--- src/hw/core_pkg.sv ---
package core_pkg;

  // Data word and register index widths
  parameter int unsigned xlen       = 32;
  parameter int unsigned reg_addr_w = 5;

  // Major opcodes handled by the pipeline
  typedef enum logic [6:0] {
    opcode_op     = 7'b0110011,
    opcode_op_imm = 7'b0010011
  } opcode_e;

  // ALU operations, decode to execute
  typedef enum logic [3:0] {
    alu_add,
    alu_sub,
    alu_sll,
    alu_slt,
    alu_sltu,
    alu_xor,
    alu_srl,
    alu_sra,
    alu_or,
    alu_and
  } alu_op_e;

  // Selects SUB and SRA
  parameter logic [6:0] funct7_alt = 7'b0100000;

  // Register-register view
  typedef struct packed {
    logic [6:0]            funct7;
    logic [reg_addr_w-1:0] rs2;
    logic [reg_addr_w-1:0] rs1;
    logic [2:0]            funct3;
    logic [reg_addr_w-1:0] rd;
    logic [6:0]            opcode;
  } instr_r_t;

  // Register-immediate view
  typedef struct packed {
    logic [11:0]           imm;
    logic [reg_addr_w-1:0] rs1;
    logic [2:0]            funct3;
    logic [reg_addr_w-1:0] rd;
    logic [6:0]            opcode;
  } instr_i_t;

  // One instruction word, two decodings
  typedef union packed {
    instr_r_t r;
    instr_i_t i;
  } instr_u;

endpackage

--- src/hw/fetch_stage.sv ---
module fetch_stage (
  input  logic            clk_i,
  input  logic            rst_n_i,
  input  logic            instr_req_i,
  input  core_pkg::instr_u instr_i,
  output logic            instr_ack_o,
  output logic            if_valid_o,
  output core_pkg::instr_u if_instr_o
);

  // Four-phase ack side
  // Rise on a new request, fall once the request is gone
  always_ff @(posedge clk_i) begin
    if (!rst_n_i) begin
      instr_ack_o <= 1'b0;
      if_valid_o  <= 1'b0;
    end else begin
      if (instr_req_i && !instr_ack_o) begin
        instr_ack_o <= 1'b1;
      end else if (!instr_req_i && instr_ack_o) begin
        instr_ack_o <= 1'b0;
      end
      // One-cycle pulse after the accept edge
      if_valid_o <= instr_req_i && !instr_ack_o;
    end
  end

  // IF/ID instruction register
  // Loaded only on the accept edge
  always_ff @(posedge clk_i) begin
    if (instr_req_i && !instr_ack_o) begin
      if_instr_o <= instr_i;
    end
  end

  // Ack holds for as long as the request is up
  // and only drops after the testbench side lets go
  a_ack_held: assert property (
    @(posedge clk_i) disable iff (!rst_n_i)
    (instr_ack_o && instr_req_i) |=> instr_ack_o
  );

endmodule

--- src/hw/register_file.sv ---
module register_file (
  input  logic                            clk_i,
  input  logic                            rst_n_i,
  input  logic [core_pkg::reg_addr_w-1:0] raddr_a_i,
  input  logic [core_pkg::reg_addr_w-1:0] raddr_b_i,
  input  logic                            we_i,
  input  logic [core_pkg::reg_addr_w-1:0] waddr_i,
  input  logic [core_pkg::xlen-1:0]       wdata_i,
  output logic [core_pkg::xlen-1:0]       rdata_a_o,
  output logic [core_pkg::xlen-1:0]       rdata_b_o
);
  import core_pkg::*;

  // x1 to x31, no storage for x0
  logic [xlen-1:0] regs [1:31];

  // Single write port
  always_ff @(posedge clk_i) begin
    if (!rst_n_i) begin
      for (int n = 1; n < 32; n++) begin
        regs[n] <= '0;
      end
    end else if (we_i && (waddr_i != '0)) begin
      regs[waddr_i] <= wdata_i;
    end
  end

  // Combinational reads, x0 hardwired to zero
  assign rdata_a_o = (raddr_a_i == '0) ? '0 : regs[raddr_a_i];
  assign rdata_b_o = (raddr_b_i == '0) ? '0 : regs[raddr_b_i];

  // Decode must already have dropped writes to x0
  a_no_x0_write: assert property (
    @(posedge clk_i) disable iff (!rst_n_i)
    we_i |-> (waddr_i != '0)
  );

endmodule

--- src/hw/decode_stage.sv ---
module decode_stage (
  input  logic                            clk_i,
  input  logic                            rst_n_i,
  input  logic                            if_valid_i,
  input  core_pkg::instr_u                if_instr_i,
  input  logic [core_pkg::xlen-1:0]       rdata_a_i,
  input  logic [core_pkg::xlen-1:0]       rdata_b_i,
  input  logic                            wb_we_i,
  input  logic [core_pkg::reg_addr_w-1:0] wb_addr_i,
  input  logic [core_pkg::xlen-1:0]       wb_data_i,
  output logic [core_pkg::reg_addr_w-1:0] raddr_a_o,
  output logic [core_pkg::reg_addr_w-1:0] raddr_b_o,
  output logic                            ex_valid_o,
  output core_pkg::alu_op_e               ex_op_o,
  output logic [core_pkg::xlen-1:0]       ex_opa_o,
  output logic [core_pkg::xlen-1:0]       ex_opb_o,
  output logic [core_pkg::reg_addr_w-1:0] ex_rd_o,
  output logic                            ex_we_o,
  output logic                            ex_illegal_o
);
  import core_pkg::*;

  logic [6:0]            opcode;
  logic [6:0]            funct7;
  logic [2:0]            funct3;
  logic [reg_addr_w-1:0] rd;
  logic                  alt;
  logic [xlen-1:0]       imm_sext;
  logic [xlen-1:0]       rs1_fwd;
  logic [xlen-1:0]       rs2_fwd;
  logic                  use_imm;
  logic                  illegal;
  alu_op_e               alu_op;

  // Fields shared by both views come from the r view
  assign opcode   = if_instr_i.r.opcode;
  assign funct7   = if_instr_i.r.funct7;
  assign funct3   = if_instr_i.r.funct3;
  assign rd       = if_instr_i.r.rd;
  assign alt      = (funct7 == funct7_alt);
  // Immediate from the i view
  assign imm_sext = {{(xlen-12){if_instr_i.i.imm[11]}}, if_instr_i.i.imm};

  // Register file read addresses
  assign raddr_a_o = if_instr_i.r.rs1;
  assign raddr_b_o = if_instr_i.r.rs2;

  // Bypass from EX/WB, write lands one edge too late otherwise
  assign rs1_fwd = (wb_we_i && (wb_addr_i == raddr_a_o)) ? wb_data_i : rdata_a_i;
  assign rs2_fwd = (wb_we_i && (wb_addr_i == raddr_b_o)) ? wb_data_i : rdata_b_i;

  //////////////////////////////
  // Opcode and legality
  //////////////////////////////
  always_comb begin
    use_imm = 1'b0;
    illegal = 1'b0;
    case (opcode)
      opcode_op: begin
        if ((funct7 != 7'b0) && !alt) begin
          illegal = 1'b1;
        end else if (alt && (funct3 != 3'b000) && (funct3 != 3'b101)) begin
          illegal = 1'b1;
        end
      end
      opcode_op_imm: begin
        use_imm = 1'b1;
        // funct7 bits only matter for shifts and the add case
        case (funct3)
          3'b000:  illegal = alt;
          3'b001:  illegal = (funct7 != 7'b0);
          3'b101:  illegal = (funct7 != 7'b0) && !alt;
          default: illegal = 1'b0;
        endcase
      end
      default: illegal = 1'b1;
    endcase
  end

  // funct3 to ALU operation
  always_comb begin
    case (funct3)
      3'b000:  alu_op = (alt && !use_imm) ? alu_sub : alu_add;
      3'b001:  alu_op = alu_sll;
      3'b010:  alu_op = alu_slt;
      3'b011:  alu_op = alu_sltu;
      3'b100:  alu_op = alu_xor;
      3'b101:  alu_op = alt ? alu_sra : alu_srl;
      3'b110:  alu_op = alu_or;
      default: alu_op = alu_and;
    endcase
  end

  //////////////////////////////
  // ID/EX register
  //////////////////////////////
  always_ff @(posedge clk_i) begin
    if (!rst_n_i) begin
      ex_valid_o   <= 1'b0;
      ex_we_o      <= 1'b0;
      ex_illegal_o <= 1'b0;
    end else begin
      ex_valid_o   <= if_valid_i;
      // No write for x0 or a bad encoding
      ex_we_o      <= if_valid_i && !illegal && (rd != '0);
      ex_illegal_o <= if_valid_i && illegal;
    end
  end

  // Operands and destination
  always_ff @(posedge clk_i) begin
    if (if_valid_i) begin
      ex_op_o  <= alu_op;
      ex_opa_o <= rs1_fwd;
      ex_opb_o <= use_imm ? imm_sext : rs2_fwd;
      ex_rd_o  <= rd;
    end
  end

endmodule

--- src/hw/execute_stage.sv ---
module execute_stage (
  input  logic                            clk_i,
  input  logic                            rst_n_i,
  input  logic                            ex_valid_i,
  input  core_pkg::alu_op_e               ex_op_i,
  input  logic [core_pkg::xlen-1:0]       ex_opa_i,
  input  logic [core_pkg::xlen-1:0]       ex_opb_i,
  input  logic [core_pkg::reg_addr_w-1:0] ex_rd_i,
  input  logic                            ex_we_i,
  input  logic                            ex_illegal_i,
  output logic                            wb_valid_o,
  output logic [core_pkg::reg_addr_w-1:0] wb_addr_o,
  output logic [core_pkg::xlen-1:0]       wb_data_o,
  output logic                            illegal_o
);
  import core_pkg::*;

  logic [4:0]      shamt;
  logic            lt_signed;
  logic            lt_unsigned;
  logic [xlen-1:0] alu_result;

  // Shift amount from the low five bits
  assign shamt       = ex_opb_i[4:0];
  assign lt_signed   = $signed(ex_opa_i) < $signed(ex_opb_i);
  assign lt_unsigned = ex_opa_i < ex_opb_i;

  //////////////////////////////
  // ALU
  //////////////////////////////
  always_comb begin
    case (ex_op_i)
      alu_add:  alu_result = ex_opa_i + ex_opb_i;
      alu_sub:  alu_result = ex_opa_i - ex_opb_i;
      alu_sll:  alu_result = ex_opa_i << shamt;
      alu_slt:  alu_result = {{(xlen-1){1'b0}}, lt_signed};
      alu_sltu: alu_result = {{(xlen-1){1'b0}}, lt_unsigned};
      alu_xor:  alu_result = ex_opa_i ^ ex_opb_i;
      alu_srl:  alu_result = ex_opa_i >> shamt;
      // Sign bit fills from the left
      alu_sra:  alu_result = $unsigned($signed(ex_opa_i) >>> shamt);
      alu_or:   alu_result = ex_opa_i | ex_opb_i;
      alu_and:  alu_result = ex_opa_i & ex_opb_i;
      default:  alu_result = '0;
    endcase
  end

  //////////////////////////////
  // EX/WB register
  //////////////////////////////
  always_ff @(posedge clk_i) begin
    if (!rst_n_i) begin
      wb_valid_o <= 1'b0;
      illegal_o  <= 1'b0;
    end else begin
      wb_valid_o <= ex_valid_i && ex_we_i;
      illegal_o  <= ex_valid_i && ex_illegal_i;
    end
  end

  // Result and destination for write-back and bypass
  always_ff @(posedge clk_i) begin
    if (ex_valid_i) begin
      wb_addr_o <= ex_rd_i;
      wb_data_o <= alu_result;
    end
  end

  // Decode never flags one instruction as both
  a_wb_xor_illegal: assert property (
    @(posedge clk_i) disable iff (!rst_n_i)
    !(wb_valid_o && illegal_o)
  );

endmodule

--- src/hw/mini_core.sv ---
module mini_core (
  input  logic                            clk_i,
  input  logic                            rst_n_i,
  input  logic                            instr_req_i,
  input  logic [31:0]                     instr_i,
  output logic                            instr_ack_o,
  output logic                            wb_valid_o,
  output logic [core_pkg::reg_addr_w-1:0] wb_addr_o,
  output logic [core_pkg::xlen-1:0]       wb_data_o,
  output logic                            illegal_o
);
  import core_pkg::*;

  // IF/ID
  logic                  if_valid;
  instr_u                if_instr;
  // Register file read side
  logic [reg_addr_w-1:0] raddr_a;
  logic [reg_addr_w-1:0] raddr_b;
  logic [xlen-1:0]       rdata_a;
  logic [xlen-1:0]       rdata_b;
  // ID/EX
  logic                  ex_valid;
  alu_op_e               ex_op;
  logic [xlen-1:0]       ex_opa;
  logic [xlen-1:0]       ex_opb;
  logic [reg_addr_w-1:0] ex_rd;
  logic                  ex_we;
  logic                  ex_illegal;

  //////////////////////////////
  // Pipeline stages
  //////////////////////////////
  fetch_stage u_fetch (
    .clk_i       (clk_i),
    .rst_n_i     (rst_n_i),
    .instr_req_i (instr_req_i),
    .instr_i     (instr_i),
    .instr_ack_o (instr_ack_o),
    .if_valid_o  (if_valid),
    .if_instr_o  (if_instr)
  );

  decode_stage u_decode (
    .clk_i        (clk_i),
    .rst_n_i      (rst_n_i),
    .if_valid_i   (if_valid),
    .if_instr_i   (if_instr),
    .rdata_a_i    (rdata_a),
    .rdata_b_i    (rdata_b),
    .wb_we_i      (wb_valid_o),
    .wb_addr_i    (wb_addr_o),
    .wb_data_i    (wb_data_o),
    .raddr_a_o    (raddr_a),
    .raddr_b_o    (raddr_b),
    .ex_valid_o   (ex_valid),
    .ex_op_o      (ex_op),
    .ex_opa_o     (ex_opa),
    .ex_opb_o     (ex_opb),
    .ex_rd_o      (ex_rd),
    .ex_we_o      (ex_we),
    .ex_illegal_o (ex_illegal)
  );

  execute_stage u_execute (
    .clk_i        (clk_i),
    .rst_n_i      (rst_n_i),
    .ex_valid_i   (ex_valid),
    .ex_op_i      (ex_op),
    .ex_opa_i     (ex_opa),
    .ex_opb_i     (ex_opb),
    .ex_rd_i      (ex_rd),
    .ex_we_i      (ex_we),
    .ex_illegal_i (ex_illegal),
    .wb_valid_o   (wb_valid_o),
    .wb_addr_o    (wb_addr_o),
    .wb_data_o    (wb_data_o),
    .illegal_o    (illegal_o)
  );

  // Write-back straight from the EX/WB register
  register_file u_regfile (
    .clk_i     (clk_i),
    .rst_n_i   (rst_n_i),
    .raddr_a_i (raddr_a),
    .raddr_b_i (raddr_b),
    .we_i      (wb_valid_o),
    .waddr_i   (wb_addr_o),
    .wdata_i   (wb_data_o),
    .rdata_a_o (rdata_a),
    .rdata_b_o (rdata_b)
  );

endmodule

--- config.mk ---
export PLATFORM = sky130hd
export DESIGN_NAME = mini_core
export DESIGN_NICKNAME = d
export VERILOG_FILES = /design/src/hw/core_pkg.sv /design/src/hw/fetch_stage.sv /design/src/hw/register_file.sv /design/src/hw/decode_stage.sv /design/src/hw/execute_stage.sv /design/src/hw/mini_core.sv
export SDC_FILE = /design/constraint.sdc
export NUM_CORES = 2
export LEC_CHECK = 0
export ABC_CLOCK_PERIOD_IN_PS = 4200
export BUFFER_PORTS_ARGS = -buffer_cell sky130_fd_sc_hd__buf_2
export CAP_MARGIN = 5
export CORE_MARGIN = 2
export CORE_UTILIZATION = 50
export CTS_CLUSTER_DIAMETER = 80
export DETAILED_ROUTE_END_ITERATION = 8
export GPL_TIMING_DRIVEN = 0
export PLACE_DENSITY_LB_ADDON = 0.3
export SKIP_LAST_GASP = 1
export SLEW_MARGIN = 10
export SYNTH_ARGS = -nofsm -noshare
export SYNTH_HDL_FRONTEND = slang
export SYNTH_SLANG_ARGS = --single-unit
--- constraint.sdc ---
create_clock -name clk_i -period 4.2 [get_ports clk_i]
set_input_delay 0.21 -clock clk_i [delete_from_list [all_inputs] [get_ports clk_i]]
set_output_delay 0.21 -clock clk_i [all_outputs]
set_load 0.05 [all_outputs]
==> metrics.md <==
| Metric | Value |
|---|---|
| Outcome | `finished, violations left` |
| Failing checks | `setup timing` |
| FP Rows | `135` |
| Yosys top cell area share | `51.0%` |
| FF+latch count, synth | `1183` |
| Hold Fails Final Rpt | `0` |
| Peak supply drop | `0.000403 V` |
| Area leader, netlist | `edfxtp_1` |
| Area of the multi-input gates | `between 30000 and 40000 sq um` |
| Fraction of layout cells with a size suffix above 1 | `23.8%` |
| Min Tclk post-route | `between 4000 and 5000 ps` |
| Die Span Y | `375 um` |
| Final Wtd Congestion | `1.03` |
| Global route total overflow | `0` |
| Setup violators final | `7` |
| Crit. End Element | `register` |
| Hold WC Path Type | `in2reg` |
| CP Max Fanout | `10` |
| Nets | `5293` |
| Die X | `375 um` |
| Final Max Tran Viols | `0` |
| Final WS setup | `-85.9 ps` |
| Leading cell type in the layout, fill and taps excluded | `edfxtp_1` |
| Setup CP Type | `reg2reg` |
| Sequential share of the synthesized area | `51.5%` |
| Die ar. | `140000 sq um` |
| Synth cell types | `85` |
| Area grow syn2layout | `13.3%` |
| CP arrival | `4830 ps` |
| Max_cap viols | `0` |
| Reg area | `approximately 35000 sq um` |
| Via count | `around 46k` |
| Pre-CTS WS | `-1780 ps` |
| Clock Pin Slew Worst Setup and Hold Paths | `60 ps` |
| Routed len/inst | `32.9 um` |
| Share of the cycle needed by the critical path after routing | `102%` |
| GRT Util Overall | `33.1%` |
| Core area | `136000 sq um` |
| Yosys Warn Count | `0` |
| Vias in the first global route | `46.4k` |
| Drt drc | `0` |
| Worst R2R Path Depth | `7` |
| Hold path cells | `2` |
| Most frequent cells in the layout | `edfxtp_1 (1166), and2_1 (1002), mux4_2 (689)` |
| Area contributors post-synth | `edfxtp_1 (51%), mux4_2 (23%), and2_1 (9.1%)` |
| First-pass GRT wire length | `around 330000 um` |
| Largest net degree at the start of global routing | `56` |
| Initial Utilization | `between 50% and 60%` |
| Fillcell total | `10.8k` |
| Clock skew | `28.7 ps` |
| # IOs | `75` |
| Final std cells w/o fill | `7042` |
| Synthesized instance count | `4831` |
| CTS buffer count | `132` |
| Clk_lat worst skew | `770 ps` |
| Post-DP HPWL | `183000 um` |
| Vias per Instance | `6.56` |
| Initial antenna violation count | `15` |
| TritonCTS clock tree | `yes` |
| Mapped cell area | `68700 sq um` |
| Synth Flop Type | `edfxtp_1` |
| Post-placement cell count | `~6.8k` |
| H-tree Lvls | `4` |
| Sum Neg Setup Slack | `-264 ps` |
| Post-Route WL | `about 230000 um` |
| Syn Area/Cell | `14.2 sq um` |
| CP required | `4740 ps` |
| Port Buf Inserts | `74` |
| CTS Root Cell | `clkbuf_16` |
| 1st-iter DRT viols | `6168` |
| FFs w/ async S/R, synth | `0%` |
| Startpoint Class | `register` |
| Pwr/cell area | `~410 nW/um^2` |
| Worst Max-Slew Pin Slew | `1350 ps` |
| DRT Pass-1 Iters | `6` |
| Max Root-Sink Buffers | `3` |
| Clock sinks | `1183` |
| Antenna-violating nets left | `0` |
| Number of synthesized flops with an enable pin | `around 1.2k` |
| Util after Layout | `57.3%` |
| Final hold slack | `139 ps` |
| Max Freq | `roughly 0.23 GHz` |
| Relative slew slack | `under 10%` |
| Leak Pwr | `27.8 nW` |
| Unrepaired setup endpoints after global routing | `yes` |
-- worst paths after layout --
path | slack, ps | startpoint | endpoint
hold reg to reg | 420 | u_decode.ex_rd_o[0]$_DFFE_PP_ | u_execute.wb_addr_o[0]$_DFFE_PP_
hold / removal | 140 | instr_i[13] | u_fetch.if_instr_o[13]$_DFFE_PP_
setup / recovery | -90 | u_decode.ex_op_o[3]$_DFFE_PP_ | u_execute.wb_data_o[15]$_DFFE_PP_
setup reg to reg | -90 | u_decode.ex_op_o[3]$_DFFE_PP_ | u_execute.wb_data_o[15]$_DFFE_PP_
-- Yosys cell counts (all sizes together), types with 17 or more instances --
| master | instances |
|---|---|
| nand2 | 175 |
| nand3 | 22 |
| edfxtp | 1166 |
| o22ai | 17 |
| a21o | 29 |
| mux4 | 689 |
| inv | 105 |
| mux2i | 81 |
| a221oi | 47 |
| nand2b | 20 |
| a211oi | 22 |
| nor2 | 215 |
| clkbuf | 381 |
| and2 | 1002 |
| buf | 96 |
| o21ai | 127 |
| dfxtp | 17 |
| ha | 101 |
| o221ai | 17 |
| a21oi | 137 |
| mux2 | 60 |
| o211ai | 18 |
| nor3 | 30 |
-- registers in the layout, summed over array words and instances (netlist names), named ones only --
signal                 count
u_regfile.regs          1024
u_decode.ex_opa_o         32
u_decode.ex_opb_o         32
u_execute.wb_data_o       32
u_fetch.if_instr_o        32
u_decode.ex_rd_o           5
u_execute.wb_addr_o        5
u_decode.ex_op_o           4
u_decode.ex_illegal_o      1
u_decode.ex_valid_o        1
u_decode.ex_we_o           1
u_execute.illegal_o        1
u_execute.wb_valid_o       1
u_fetch.if_valid_o         1
u_fetch.instr_ack_o        1
-- per-stage QoR --
stage / instance area (sq um) / total power [mW]
final: 77800 / 32.2
after floorplan: 68800 / 18.1
after detailed placement: 72700 / 20.6
after global placement: 71400 / 20.4
after CTS: 77600 / 32.1
after global routing: 77800 / 33.0
-- repair_timing --
item | in CTS | in global routing
resized for setup | 64 | 44
hold buffers | 33 | 0
setup buffers | 17 | 5
endpoints found under the hold margin | 53 | 0
pin swaps | 10 | 2
endpoints found under the setup margin | 115 | 77
-- area by class of cell --
class,count,area share [%]
sequential,1183,45.4
antenna,4,0.0129
buffer,469,2.54
inverter,106,0.531
timing repair buffer,167,2.32
clock buffer,158,4.47
clock inverter,78,0.984
multi-input combinational,3096,40.8
tap,1781,2.86
-- critical path, cell delays in order (launching register included) --
cell and delay, ps:
edfxtp_1 490, clkbuf_1 730, nor4bb_2 670, clkbuf_2 570, buf_1 710, clkbuf_2 510, a21oi_1 150, o2111ai_1 190
-- metal layers --
layer  share of wire [%]  wire, um  track usage, %
met1                  36     82900            41.7
met2                  49    113000            55.2
met3                 9.4     21800            5.69
met4                 5.9     13800            17.0
met5               0.018        42               0
-- where the power goes --
| group | internal, mW | switching (mW) |
|---|---|---|
| clock network | 6.62 | 4.90 |
| registers | 13.5 | 0.454 |
| logic | 2.76 | 4.00 |
-- kinds of logic (layout without fill, tap and decap cells) --
kind of cell    Yosys count  count (layout)  share of synthesized area, %
xor+xnor                 13              13                         0.166
compound gates          559             559                          5.56
simple gates           1559            1559                          12.8
flops                  1183            1183                          51.5
buf+inv                 583             978                          3.31
fa+ha+maj               103             103                          1.90
other cells               1              36                       0.00546
mux                     830             830                          24.8
Power figures use the tool's default switching activity.
